<file path="src/verilog/prach_pkg.sv">
package prach_pkg;

  // --------------------
  // sizes.
  localparam int NUM_CC      = 2;
  localparam int NUM_ANT     = 2;
  localparam int NUM_CH      = NUM_CC * NUM_ANT;
  localparam int SYMBOL_LEN  = 16;
  localparam int MAX_SYMBOLS = 4;
  localparam int BUF_DEPTH   = MAX_SYMBOLS * SYMBOL_LEN;
  localparam int OUT_CREDITS = 8;

  // --------------------
  // vector types.
  typedef logic [15:0] iq_t;
  typedef logic [7:0]  chn_t;
  typedef logic [15:0] sample_k_t;
  typedef logic [31:0] hdr_t;
  typedef logic [5:0]  addr_t;
  typedef logic [2:0]  nsym_t;
  typedef logic [6:0]  len_t;
  typedef logic [3:0]  credit_t;

  typedef enum logic [1:0] {
    CAP_IDLE,
    CAP_ARMED,
    CAP_FILL,
    CAP_READY
  } cap_state_t;

  // --------------------
  // bundles.
  typedef struct packed {
    iq_t  dr;
    iq_t  di;
    chn_t chn;
  } sample_t;

  typedef struct packed {
    hdr_t      header;
    sample_k_t time_offset;
    nsym_t     num_symbol;
  } cplane_req_t;

  // window offered to the readout.
  typedef struct packed {
    hdr_t hdr;
    len_t len;
  } window_t;

endpackage

</file>
<file path="src/verilog/prach_capture.sv">
`timescale 1ns/1ns

module prach_capture #(
  parameter int CHANNEL = 0
) (
  input  logic                  clk,
  input  logic                  rst_n,
  input  prach_pkg::sample_t    din,
  input  prach_pkg::sample_k_t  sample_k,
  input  logic                  c_valid,
  input  prach_pkg::cplane_req_t c_req,
  input  prach_pkg::addr_t      rd_addr,
  input  logic                  rd_en,
  input  logic                  ap_ack,
  output logic                  ap_req,
  output prach_pkg::window_t    ap_win,
  output prach_pkg::iq_t [1:0]  rd_data
);

  import prach_pkg::*;

  cap_state_t state;

  // latched request.
  hdr_t       req_hdr;
  sample_k_t  req_offset;
  len_t       req_len;

  len_t       wr_cnt;
  len_t       wr_next;
  addr_t      wr_addr;
  logic       own_chn;
  logic       start_hit;
  logic       wr_en;
  logic       take_req;

  iq_t [1:0]  mem [BUF_DEPTH];

  // --------------------
  // start detection and write enable.
  assign own_chn   = (din.chn == chn_t'(CHANNEL));
  assign start_hit = own_chn && (sample_k == req_offset);
  assign take_req  = (state == CAP_IDLE) && c_valid;

  always_comb begin
    wr_en = 1'b0;
    if (state == CAP_FILL) begin
      wr_en = own_chn;
    end else if (state == CAP_ARMED) begin
      wr_en = start_hit;
    end
  end

  assign wr_next = wr_cnt + 1'b1;
  assign wr_addr = addr_t'(wr_cnt);

  // --------------------
  // FSM.
  always_ff @(posedge clk or negedge rst_n) begin
    if (!rst_n) begin
      state  <= CAP_IDLE;
      wr_cnt <= '0;
    end else begin
      case (state)
        CAP_IDLE: begin
          wr_cnt <= '0;
          if (c_valid) begin
            state <= CAP_ARMED;
          end
        end
        CAP_ARMED, CAP_FILL: begin
          if (wr_en) begin
            wr_cnt <= wr_next;
            if (wr_next == req_len) begin
              state <= CAP_READY;
            end else begin
              state <= CAP_FILL;
            end
          end
        end
        CAP_READY: begin
          // readout has taken the whole window.
          if (ap_ack) begin
            state <= CAP_IDLE;
          end
        end
        default: begin
          state <= CAP_IDLE;
        end
      endcase
    end
  end

  // requests outside idle are dropped.
  always_ff @(posedge clk) begin
    if (take_req) begin
      req_hdr    <= c_req.header;
      req_offset <= c_req.time_offset;
      req_len    <= len_t'(c_req.num_symbol) * len_t'(SYMBOL_LEN);
    end
  end

  // --------------------
  // sample RAM.
  always_ff @(posedge clk) begin
    if (wr_en) begin
      mem[wr_addr] <= {din.dr, din.di};
    end
  end

  always_ff @(posedge clk) begin
    if (rd_en) begin
      rd_data <= mem[rd_addr];
    end
  end

  assign ap_req     = (state == CAP_READY);
  assign ap_win.hdr = req_hdr;
  assign ap_win.len = wr_cnt;

endmodule

</file>
<file path="config.mk">
export PLATFORM = sky130hd
export DESIGN_NAME = prach_capture
export DESIGN_NICKNAME = d
export VERILOG_FILES = /design/src/verilog/prach_pkg.sv /design/src/verilog/prach_capture.sv
export SDC_FILE = /design/constraint.sdc
export NUM_CORES = 2
export LEC_CHECK = 0
export ABC_AREA = 0
export BUFFER_PORTS_ARGS = -buffer_cell sky130_fd_sc_hd__clkbuf_2
export CAP_MARGIN = 20
export CORE_MARGIN = 2
export CORE_UTILIZATION = 50
export CTS_CLUSTER_DIAMETER = 100
export DETAILED_ROUTE_END_ITERATION = 12
export PLACE_DENSITY_LB_ADDON = 0.05
export SLEW_MARGIN = 10
export SYNTH_ARGS = -nofsm -noshare
export SYNTH_HDL_FRONTEND = slang
export SYNTH_SLANG_ARGS = --single-unit
</file>
<file path="constraint.sdc">
create_clock -name clk -period 4.6 [get_ports clk]
set_input_delay 0 -clock clk [delete_from_list [all_inputs] [get_ports clk]]
set_output_delay 0 -clock clk [all_outputs]
set_load 0.005 [all_outputs]
</file>
==> flow_metrics.tcl <==
set metrics [dict create \
    synth_ff_type "edfxtp_1" \
    crit_chain "xnor2_1, nand4_1, nor4_1, a31o_2, nand4b_1, buf_4, nor2_4, buf_4" \
    hp-class "input pin to flop" \
    area_growth_syn_to_layout_pct 16.2 \
    ys_warn_count 0 \
    core.rowCount 147 \
    cts_tree "built" \
    use_met3_pct 4.55 \
    ys_seq_area_share_pct 79.1 \
    critPathLaunch "req_offset[15]" \
    nets 3947 \
    ys_types 49 \
    vias 38459 \
    hp-start "din[3]" \
    finalHoldViolCount 0 \
    grt_max_degree 110 \
    gr-total-overflow 0 \
    synthTopCellsByArea "edfxtp_1, mux4_2, nor2_1, a22oi_1, clkbuf_1" \
    path_max_fanout 32 \
    die_h_um 407 \
    dp_slack_ps 1090 \
    io_pins 190 \
    grt_pass1_wl_um 308000 \
    yosysTopAreaCell "edfxtp_1" \
    grt.total_usage_pct 27.0 \
    syn_nets 3401 \
    syn_inst 3278 \
    crit_path_end_kind "flop" \
    cp.required_ps 5050 \
    worst_path_max_delay_cell "buf_4" \
    cts.htree.levels 4 \
    final_layout_size_suffix_gt1_share_pct 33.4 \
    cp-start-kind "flop" \
    antenna_found_initial 9 \
    clock_path_buffers 3 \
    max_slew_margin_pct 24.0 \
    clock_latency_ps 840 \
    drc 0 \
    core_region_area_um2 161000 \
    port_buffers 189 \
    die-area_um2 166000 \
    gp_congestion 0.807 \
    grtUsageMet1_pct 38.2 \
    syn-cell-area_um2 81200 \
    rsz0062_at_grt "false" \
    fin_tns_setup_ps 0 \
    drt-initial-drc-count 4697 \
    clk_pin_slew_worst_paths_ps 70 \
    slowest_delay_ps 500 \
    critical_path_arrival_ps 3910 \
    slew_violations 0 \
    vias_per_cell 6.25 \
    clock-root-buffer "clkbuf_16" \
    fin_crit_sh_pct 75.1 \
    synth_edf_count 2131 \
    grt_util_met2_pct 44.5 \
    cpMostUsedCell "buf_4" \
    avgSynthCellArea_um2 24.8 \
    ant_nets 0 \
    synthDominantCellAreaShare_pct 78.8 \
    first_pass_iters 7 \
    r2r-start "req_offset[15]" \
    grt_busiest_layer "met2" \
    wire_per_inst_um 35.6 \
    skew_ps 28.9 \
    ir_worst_vdd_v 0.000405 \
    initial_core_util_pct 50.5 \
    fin_crit_ps 3460 \
    cts_sinks 2140 \
    powerDensity_nw_per_um2 430 \
    async_reset_ff_share_pct 0.421 \
    cap_viol_max_count 0 \
    cts_made_buffers 213 \
    num-fill-cells 11350 \
    outcome "complete, no violations" \
    timing.hold.ws_ps 83.4 \
    setup.worst_path.class "flop to flop" \
    finalSetupViolCount 0 \
    ys_seq_elements 2140 \
    fin_ws_ps 1140 \
    chipWidth_um 407 \
    hpwl_um 125000 \
    power.leakage_nw 29.6 \
    ctsResizeCount 0 \
    grt_pass1_vias 39823 \
    fmax_mhz 289 \
    tightest_slew_ps 1140 \
    wl_um 219000 \
    antenna_cells 0 \
]
==> layer usage <==
metal / vias to the layer above / wire [µm]
met4: 4 / 4500
met5: - / 27
met1: 21203 / 89100
li1: 15381 / -
met3: 278 / 15500
met2: 1593 / 110000
==> sequential cells by signal, indices dropped and copies added, names as in the netlist <==
name,count
mem,2048
rd_data,32
req_hdr,32
req_len,3
req_offset,16
state,2
wr_cnt,7
==> critical path: cells and delay by family (launching register included) <==
kind	cells	cell delay [ps]
AO/OA/AOI/OAI	1	380
XOR/XNOR	1	260
buffers and inverters	2	900
flip-flops	1	420
AND/OR/NAND/NOR	4	1050
==> cells in the mapped netlist, types with 3 or more instances <==
master    number
dfrtp_1        9
xnor2_1       18
inv_1          5
buf_2         55
buf_6          8
mux2i_1       21
buf_1         10
a21oi_1        4
a22oi_1       45
buf_4         19
nand4b_1       4
clkbuf_1      78
nand3b_1       4
a221oi_1       3
ha_1           5
mux4_2       621
nor2b_1        4
nand2b_1       6
o211ai_1      16
o22ai_1       39
nand4_1       10
nor2_1        91
nand3_1        8
edfxtp_1    2131
o21ai_0        4
and2_1         5
nand2_1       25
==> cells in the final DEF (no fill, tap or decap), drive strengths merged, types with 18 or more instances in the layout <==
cell and instances:
mux4 621, dlygate4sd3 147, mux2i 21, o22ai 39, xnor2 18, clkbuf 440, edfxtp 2131, nor2 91
nand2 25, a22oi 45, clkinv 100, buf 181
==> logic make-up after synthesis <==
kind of cell,after synthesis,synth area share [%]
buffers and inverters,175,1.06
muxes,643,17.5
AOI/OAI and AO/OA,121,1.08
xor gates and xnor gates,19,0.205
DFF,2140,79.1
adders and majority gates,5,0.0770
and+or+nand+nor,175,1.02
==> metrics by stage <==
stage,utilization [%],cells,power (mW),cell area (µm²)
after floorplan,-,3278,23.1,81200
after global placement,53.6,5620,24.2,86200
after detailed placement,53.6,5621,24.2,86300
after CTS,58.6,6157,40.8,94400
after global routing,58.7,6158,41.7,94400
final,58.7,6158,40.5,94400
==> final cells by class <==
cell class	count	area, µm²	share of cell area [%]
multi-input combinational	963	16600	17.6
sequential	2140	64200	68.0
tap	2160	2700	2.86
clock buffer	267	5680	6.02
inverter	5	18.8	0.0199
clock inverter	122	960	1.02
timing repair buffer	501	4190	4.44
==> power by group <==
part	switching (mW)	internal [mW]	total [mW]
Clock	7.18	9.43	16.6
Combinational	1.38	0.894	2.28
Sequential	0.0637	21.6	21.7
==> worst paths after layout <==
kind	end	slack (ps)	cells after the start
min in group asynchronous	state[1]	210	3
setup reg to reg	mem[11][4]	1140	8
max in group asynchronous	wr_cnt[3]	4060	3
hold / removal	wr_cnt[2]	80	5
setup / recovery	mem[11][4]	1140	8
hold reg to reg	state[0]	660	2
==> what timing repair did <==
item / 4_1_cts / 5_1_grt
buffers inserted: 0 / 0
hold buffers: 147 / 0
hold endpoints to repair: 2096 / 0
(Power assumes the default switching activity.)
