### src/verilog/prach_pkg.sv
package prach_pkg;

  // --------------------
  // sizes.
  localparam int NUM_CC      = 2;
  localparam int NUM_ANT     = 2;
  localparam int NUM_CH      = NUM_CC * NUM_ANT;
  localparam int SYMBOL_LEN  = 16;
  localparam int MAX_SYMBOLS = 4;
  localparam int BUF_DEPTH   = MAX_SYMBOLS * SYMBOL_LEN;
  localparam int OUT_CREDITS = 8;

  // --------------------
  // vector types.
  typedef logic [15:0] iq_t;
  typedef logic [7:0]  chn_t;
  typedef logic [15:0] sample_k_t;
  typedef logic [31:0] hdr_t;
  typedef logic [5:0]  addr_t;
  typedef logic [2:0]  nsym_t;
  typedef logic [6:0]  len_t;
  typedef logic [3:0]  credit_t;

  typedef enum logic [1:0] {
    CAP_IDLE,
    CAP_ARMED,
    CAP_FILL,
    CAP_READY
  } cap_state_t;

  // --------------------
  // bundles.
  typedef struct packed {
    iq_t  dr;
    iq_t  di;
    chn_t chn;
  } sample_t;

  typedef struct packed {
    hdr_t      header;
    sample_k_t time_offset;
    nsym_t     num_symbol;
  } cplane_req_t;

  // window offered to the readout.
  typedef struct packed {
    hdr_t hdr;
    len_t len;
  } window_t;

endpackage

### src/verilog/prach_readout.sv
`timescale 1ns/1ns

module prach_readout (
  input  logic                          clk,
  input  logic                          rst_n,
  input  logic [prach_pkg::NUM_CH-1:0]  ap_req,
  input  prach_pkg::window_t            ap_win [prach_pkg::NUM_CH],
  input  prach_pkg::iq_t [1:0]          rd_data [prach_pkg::NUM_CH],
  input  logic                          credit_return,
  output logic [prach_pkg::NUM_CH-1:0]  ap_ack,
  output prach_pkg::addr_t              rd_addr,
  output logic [prach_pkg::NUM_CH-1:0]  rd_en,
  output prach_pkg::iq_t [1:0]          dout,
  output logic                          dout_dv,
  output logic                          sync_out,
  output prach_pkg::hdr_t               hdr_out
);

  import prach_pkg::*;

  logic                      busy;
  logic [$clog2(NUM_CH)-1:0] last_sel;
  logic [$clog2(NUM_CH)-1:0] grant;
  logic                      grant_vld;
  window_t                   win;
  len_t                      rd_cnt;
  credit_t                   credit;
  logic                      first_q;
  logic                      last_q;
  logic                      issue;
  logic                      drain;
  logic                      rd_last;

  // --------------------
  // round robin starting after the last served buffer.
  always_comb begin
    logic [$clog2(NUM_CH)-1:0] cand;
    cand      = last_sel;
    grant     = last_sel;
    grant_vld = 1'b0;
    for (int i = 0; i < NUM_CH; i++) begin
      cand = cand + 1'b1;
      if (!grant_vld && ap_req[cand]) begin
        grant_vld = 1'b1;
        grant     = cand;
      end
    end
  end

  assign issue   = busy && (credit != '0);
  assign rd_last = (rd_cnt == win.len - 1'b1);
  // served buffer still shows ap_req until its ack lands.
  assign drain   = ((|rd_en) && last_q) || (|ap_ack);

  // --------------------
  // control.
  always_ff @(posedge clk or negedge rst_n) begin
    if (!rst_n) begin
      busy     <= 1'b0;
      last_sel <= ($clog2(NUM_CH))'(NUM_CH - 1);
      rd_cnt   <= '0;
      rd_en    <= '0;
      first_q  <= 1'b0;
      last_q   <= 1'b0;
      ap_ack   <= '0;
      dout_dv  <= 1'b0;
      sync_out <= 1'b0;
      credit   <= credit_t'(OUT_CREDITS);
    end else begin
      rd_en    <= '0;
      ap_ack   <= last_q ? rd_en : '0;
      dout_dv  <= |rd_en;
      sync_out <= (|rd_en) && first_q;
      credit   <= credit - credit_t'(issue) + credit_t'(credit_return);
      if (!busy && !drain && grant_vld) begin
        busy     <= 1'b1;
        last_sel <= grant;
        rd_cnt   <= '0;
      end else if (issue) begin
        rd_en[last_sel] <= 1'b1;
        rd_cnt          <= rd_cnt + 1'b1;
        first_q         <= (rd_cnt == '0);
        last_q          <= rd_last;
        if (rd_last) begin
          busy <= 1'b0;
        end
      end
    end
  end

  // --------------------
  // window and output payload.
  always_ff @(posedge clk) begin
    if (!busy && !drain && grant_vld) begin
      win <= ap_win[grant];
    end
    if (issue) begin
      rd_addr <= addr_t'(rd_cnt);
    end
    if ((|rd_en) && first_q) begin
      hdr_out <= win.hdr;
    end
  end

  // last_sel holds until the last word has left.
  assign dout = rd_data[last_sel];

endmodule

### config.mk
export PLATFORM = sky130hd
export DESIGN_NAME = prach_readout
export DESIGN_NICKNAME = d
export VERILOG_FILES = /design/src/verilog/prach_pkg.sv /design/src/verilog/prach_readout.sv
export SDC_FILE = /design/constraint.sdc
export NUM_CORES = 1
export LEC_CHECK = 0
export BUFFER_PORTS_ARGS = -buffer_cell sky130_fd_sc_hd__clkbuf_2
export CORE_AREA = 3 3 143 145
export DETAILED_ROUTE_END_ITERATION = 10
export DIE_AREA = 0 0 146 148
export PLACE_DENSITY_LB_ADDON = 0.05
export SLEW_MARGIN = 20
export SYNTH_ARGS = -nofsm -noshare
export SYNTH_HDL_FRONTEND = slang
export SYNTH_SLANG_ARGS = --single-unit
### constraint.sdc
create_clock -name clk -period 3.5 [get_ports clk]
set_clock_uncertainty 0.2 [all_clocks]
set_input_delay 0.525 -clock clk [delete_from_list [all_inputs] [get_ports clk]]
set_output_delay 0.525 -clock clk [all_outputs]
set_load 0.02 [all_outputs]
==> results of run 1 <==
-- repair_timing --
| item | CTS | global route |
|---|---|---|
| hold buffers | 1 | 0 |
| gates resized for setup | 0 | 0 |
| hold endpoints to repair | 5 | 0 |
-- metrics by stage --
stage / power [mW] / util [%] / area [sq um] / std cells
final: 6.751 / 43.26 / 8364 / 1038
after global routing: 7.248 / 43.26 / 8364 / 1038
after CTS: 6.901 / 43.21 / 8354 / 1034
after detailed placement: 5.817 / 41.50 / 8024 / 1017
after global placement: 5.727 / 41.50 / 8024 / 1017
after floorplan: 4.700 / - / 5817 / 398
-- area by class of cell --
class                           instances  share of cell area, %
Timing Repair Buffer                  380                  23.52
Multi-Input combinational cell        252                  32.30
Clock buffer                            9                  2.693
Clock inverter                          7                  1.137
Inverter                               18                 0.8078
Sequential cell                       103                  35.47
Tap cell                              265                  3.964
Antenna cell                            4                 0.1197
-- worst paths after layout --
path	depth (start not counted)	slack, ns	endpoint
worst min-delay path	0	0.22	hdr_out[27]
worst max register to register	6	0.65	win[33]
worst min register to register	0	0.22	hdr_out[27]
max in group asynchronous	2	2.15	credit[2]
worst max-delay path	3	0.52	dout[22]
min in group asynchronous	2	0.54	sync_out
-- where the power goes --
part / switching, mW / internal (mW) / leakage, nW
sequential: 0.190 / 1.84 / 1.04
combinational: 2.02 / 1.64 / 2.92
clock: 0.432 / 0.627 / 0.154
total: 2.65 / 4.10 / 4.12
-- sequential cells by signal, summed over array words and instances (netlist names) --
signal and flops:
sync_out 1, ap_ack 4, last_q 1, first_q 1, win 39, busy 1, last_sel 2, rd_cnt 7
hdr_out 32, dout_dv 1, rd_addr 6, credit 4, rd_en 4
-- metal layers --
metal / track usage, % / share of wire (%) / up-vias
met5: 0 / 0 / -
met4: 6.632 / 2.8 / 0
met3: 4.997 / 7.8 / 21
met2: 30.66 / 54 / 235
met1: 17.92 / 36 / 2209
li1: - / - / 2275
-- cells in the final DEF (no fill, tap or decap), types with 2 or more instances in the layout --
master,n
diode_2,4
clkbuf_16,9
inv_1,18
and2_1,8
o31ai_1,2
xor2_1,7
mux2i_1,119
ha_1,12
dfstp_2,3
a21o_1,2
nand2_1,11
nor4_1,3
clkinv_4,2
buf_4,6
nand2b_1,2
edfxtp_1,77
or4_1,3
mux4_2,32
buf_12,3
nor3_1,3
xnor2_1,8
dfrtp_1,23
clkbuf_2,370
bufinv_16,2
a31oi_1,2
o21ai_0,4
a21oi_1,3
nor2_1,8
o211ai_1,2
nand4_1,5
-- cells by family after synthesis --
logic type / Yosys count / share of synthesized area (%)
and+or+nand+nor: 51 / 4.754
muxes: 151 / 32.87
adders and majority gates: 13 / 2.925
buffers and inverters: 43 / 3.312
xor gates and xnor gates: 16 / 2.646
AOI/OAI and AO/OA: 21 / 2.495
DFF: 103 / 51.00
==> metrics.md, run 1 <==
| Metric | Value |
|---|---|
| Vias post-DR | 4740 |
| Routed len/inst | 17.72 um |
| Hold Crit Class | flip-flop to flip-flop |
| Vias in the first global route | 5148 |
| Via density | 4.566 |
| Asr flop ratio synth | 25.24% |
| Yosys reg bits | 103 |
| CP max stage cell | mux4_2 |
| Final setup viols | 0 |
| Top delay family on crit path | buffers and inverters |
| CTS tree | yes |
| Leak pwr | 4.116 nW |
| CP Data Required Time | 2.77 ns |
| CP Max Fanout | 37 |
| Seq/Total Area, Yosys | 51.00% |
| GRT Overall Usage | 16.65% |
| Clock sinks | 103 |
| Peak VDD IR | 291.8 uV |
| Largest net degree at the start of global routing | 50 |
| Worst skew pair latency | 0.34 ns |
| Die Area | 21610 sq um |
| Setup TNS | 0 ns |
| Synth top area share | 39.75% |
| Total CTS buffers | 9 |
| Initial Util | 30.08% |
| Remaining Overflow, GRT | 0 |
| Post-synth top cells | mux2i_1, edfxtp_1, mux4_2 |
| Io pins | 371 |
| Drt pass-1 iters | 4 |
| Synth unique cells | 42 |
| Max-capacitance violation count | 0 |
| Outcome | completed |
| CP endpoint kind | output port |
| Post-synth net total | 702 |
| Setup bufs post-CTS | 0 |
| Initial antenna violation count | 5 |
| Hold Path Origin | win[34] |
| H-tree depth | 3 |
| Hold_ws | 0.2195 ns |
| Worst-path cell chain | buf_4 -> mux4_2 -> clkbuf_2 |
| Post-synth EDFFs | 77 |
| Final HPWL DP | 15280 um |
| Area Growth Syn to Fin | 43.79% |
| Top_reg_cell synth | edfxtp_1 |
| DR iter-0 viols | 105 |
| Number of buffers added on ports | 370 |
| Power per standard cell area | 807.1 nW/um^2 |
| Die Y | 148 um |
| Max Clk Rate | 0.3359 GHz |
| DRT antenna net count | 0 |
| CP arrival | 2.25 ns |
| Final wirelength | 18400 um |
| RSZ-0062 raised after global routing | false |
| Storage cell area | 2967 sq um |
| Post-Synthesis Cells | 398 |
| Final hold vios | 0 |
| Startpoint types | flip-flop |
| Row cnt | 51 |
| Die Wd | 146 um |
| Cell Area, Synth | 5817 sq um |
| Synth top area cells | edfxtp_1, mux2i_1, mux4_2, dfrtp_1, ha_1 |
| Pre-CTS setup slack | 0.6285 ns |
| Area of the multi-input gates | 2701 sq um |
| Final critical-path required period | 2.977 ns |
| Tcrit/Tclk final | 85.05% |
| Worst slew pin tran | 0.8676 ns |
| Root buf cell | clkbuf_16 |
| First-pass GRT wire length | 27860 um |
| Layout cells sized above 1 | 56.57% |
| Critical Path Max Stage Delay | 0.64 ns |
| PnR worst setup slack | 0.5233 ns |
| Clock transition at path regs | 0.06 ns |
| Fillers | 1873 |
| CTS max path bufs | 2 |
| Nets | 1068 |
| Top-count cell post-synth | mux2i_1 |
| Crit Reg-Reg Startpoint | last_sel[0] |
| Max-slew violations | 0 |
| CP Class | flip-flop to output port |
| Yosys top cell by area | edfxtp_1 |
| CORE AREA | 19330 sq um |
| Critical Path Start | last_sel[0] |
| Total number of yosys warnings | 0 |
| DRC Markers | 0 |
| Relative slew slack | 42.16% |
| Crit path buf inv count | 2 |
| Syn avg cell area | 14.62 sq um |
| Gpl congestion | 0.8916 |
No activity file was read; power rests on OpenSTA's default activity.
==> run 2, diff against run 1 <==
--- a/config.mk
+++ b/config.mk
@@ -6,9 +6,10 @@
 export NUM_CORES = 1
 export LEC_CHECK = 0
 export BUFFER_PORTS_ARGS = -buffer_cell sky130_fd_sc_hd__clkbuf_2
-export CORE_AREA = 3 3 143 145
+export CORE_AREA = 2 2 142 144
 export DETAILED_ROUTE_END_ITERATION = 10
-export DIE_AREA = 0 0 146 148
+export DIE_AREA = 0 0 144 146
+export HOLD_SLACK_MARGIN = 0.1
 export PLACE_DENSITY_LB_ADDON = 0.05
 export SLEW_MARGIN = 20
 export SYNTH_ARGS = -nofsm -noshare
==> run 2 against run 1 <==
  * Sequential power is essentially flat
  * Final cell count shrank 0.19%
  * Die area shrank 2.7%
  * Routed wire length grew 3.1%
==> metrics.md, run 2 (synthesis gave the netlist of run 1 again) <==
| Metric | Value |
|---|---|
| Worst slew pin tran | 1.029 ns (+0.1619 ns) |
| Reg2reg setup slack | 0.57 ns (-0.08 ns) |
| Part of the power in registers | 30.2% (+0.2 points) |
| Peak VDD IR | 399.2 uV (+37%) |
| RSZ-0062 raised after global routing | false |
| CP endpoint kind | output port |
| Crit Reg-Reg Startpoint | last_sel[0] |
| Remaining Overflow, GRT | 0 (unchanged) |
| Clock transition at path regs | 0.07 ns (about the same) |
| Setup bufs post-CTS | 0 (unchanged) |
| Pre-CTS setup slack | 0.5253 ns (-0.1032 ns) |
| Fillers | 1882 (+0.48%) |
| Final critical-path required period | 3.007 ns (+0.03026 ns) |
| H-tree depth | 3 (unchanged) |
| Post-Place Cells | 1018 (+0.098%) |
| Final HPWL DP | 15830 um (+3.6%) |
| CP Data Required Time | 2.77 ns (about the same) |
| Cts hold-fix bufs | 1 (unchanged) |
| Most common cell after layout, fill and taps aside | clkbuf_2 |
| PnR worst setup slack | 0.4931 ns (-0.03026 ns) |
| Hold Path Origin | credit_return |
| Vias in the first global route | 5038 (-2.1%) |
| CP Max Fanout | 37 (unchanged) |
| Final setup viols | 0 (unchanged) |
| Gpl congestion | 0.8129 (-8.8%) |
| Die Wd | 144 um (-1.4%) |
| Final hold vios | 0 (unchanged) |
| GRT Overall Usage | 17.80% (+1.1 points) |
| Max-slew violations | 0 (unchanged) |
| Startpoint types | flip-flop |
| Relative slew slack | 31.37% (-11 points) |
| Logic pwr share | 54.3% (about the same) |
| Post-route design area | 8327 sq um (-0.45%) |
| Initial Util | 30.08% (unchanged) |
| Outcome | completed |
| Reg with most FFs | win |
| CP arrival | 2.28 ns (+0.03 ns) |
| Io pins | 371 (unchanged) |
| Die Y | 146 um (-1.4%) |
| Int Power | 4.064 mW (-1.0%) |
| Initial antenna violation count | 2 (-3) |
| CTS max path bufs | 2 (unchanged) |
| Layout cells sized above 1 | 56.49% (-0.073 points) |
| Storage cell area | 2967 sq um (unchanged) |
| Layout Utilization | 43.07% (-0.19 points) |
| Largest net degree at the start of global routing | 65 (+30%) |
| Top flop regs | win: 39 flops, hdr_out: 32 flops, rd_cnt: 7 flops |
| DR iter-0 viols | 165 (+57%) |
| Clock sinks | 103 (unchanged) |
| Max Clk Rate | 0.3326 GHz (-1.0%) |
| Cell Area, Placed | 8006 sq um (-0.22%) |
| Hold Crit Class | primary input to flip-flop |
| Area Growth Syn to Fin | 43.15% |
| Final wirelength | 18970 um (+3.1%) |
| Tcrit/Tclk final | 85.91% (+0.86 points) |
| Worst-path cell chain | buf_4 -> mux4_2 -> clkbuf_2 |
| Total CTS buffers | 9 (unchanged) |
| DRC Markers | 0 (unchanged) |
| CTS tree | yes |
| Root buf cell | clkbuf_16 |
| Power per standard cell area | 806.4 nW/um^2 (about the same) |
| Die Area | 21020 sq um (-2.7%) |
| Critical Path Start | last_sel[0] |
| Part of the power in the clock network | 15.5% (-0.2 points) |
| Leak pwr | 4.112 nW (about the same) |
| Routed len/inst | 18.31 um (+3.3%) |
| Switching share of power | 39.48% (+0.29 points) |
| DRT antenna net count | 0 (unchanged) |
| Worst skew pair latency | 0.35 ns (about the same) |
| CORE AREA | 19330 sq um (unchanged) |
| Drt pass-1 iters | 4 (unchanged) |
| Via density | 4.586 (+0.43%) |
| Number of buffers added on ports | 370 (unchanged) |
| CP Class | flip-flop to output port |
| Setup TNS | 0 ns (unchanged) |
| Max-capacitance violation count | 0 (unchanged) |
| Post-cts resize count | 0 (unchanged) |
| Largest register FFs | 39 (unchanged) |
| Nets | 1069 (+0.094%) |
| P_sw | 2.651 mW (+0.19%) |
| Most frequent cells in the layout | clkbuf_2, mux2i_1, edfxtp_1, mux4_2, dfrtp_1 |
| Vias post-DR | 4751 (+0.23%) |
| Area of the multi-input gates | 2701 sq um (unchanged) |
| Row cnt | 51 (unchanged) |
| First-pass GRT wire length | 27580 um (-0.99%) |
| Cell Count, Final, Fillers Out | 1036 (-0.19%) |
| Critical Path Max Stage Delay | 0.66 ns (+0.02 ns) |
| CP max stage cell | mux4_2 |
## run 2: cell count changes in the layout (fill, tap and decap cells not counted), moves of 2 or more
cell / delta
diode_2: -3
clkbuf_1: +2
buf_4: +3
buf_12: -2
clkinv_4: -2
## run 2: metrics by stage
step | hold slack (ns) | power (mW)
2_1_floorplan | 0.02941 | 4.700
3_3_place_gp | 0.2014 | 5.698
3_5_place_dp | 0.2052 | 5.782
4_1_cts | 0.2133 | 6.845
5_1_grt | 0.2171 | 7.199
6_report | 0.2171 | 6.714
## run 2: metal layers
metal | vias up | GRT usage [%] | routed length (um)
met1 | 2213 | 17.38 | 6480
li1 | 2271 | - | -
met5 | - | 0 | 0
met4 | 0 | 7.010 | 487
met3 | 24 | 5.002 | 1575
met2 | 243 | 34.55 | 10430
## run 2: worst paths after layout
check,end,cells past startpoint
max,dout[22],3
min,credit[0],2
max reg2reg,win[33],6
min reg2reg,hdr_out[26],0
max in group asynchronous,rd_en[3],2
min in group asynchronous,rd_cnt[5],2
## run 2: power groups by stage
stage | Clock, mW | Combinational (mW) | Sequential (mW)
floorplan | 0 | 2.54 | 2.16
global placement | 0 | 3.65 | 2.05
detailed placement | 0 | 3.73 | 2.06
CTS | 1.08 | 3.74 | 2.03
global route | 1.13 | 4.00 | 2.07
finish | 1.04 | 3.64 | 2.03
## run 2: area by class of cell
type,instances,share of cell area (%)
Multi-Input combinational cell,252,32.44
Inverter,18,0.8114
Timing Repair Buffer,381,23.41
Tap cell,265,3.982
Clock inverter,4,0.6011
Antenna cell,1,0.03005
Sequential cell,103,35.63
Clock buffer,12,3.095
## run 2: critical path, delay by kind of cell, from the launching register on
kind,cells,cell delay [ns]
muxes,1,0.66
DFF,1,0.53
buffers and inverters,2,0.71
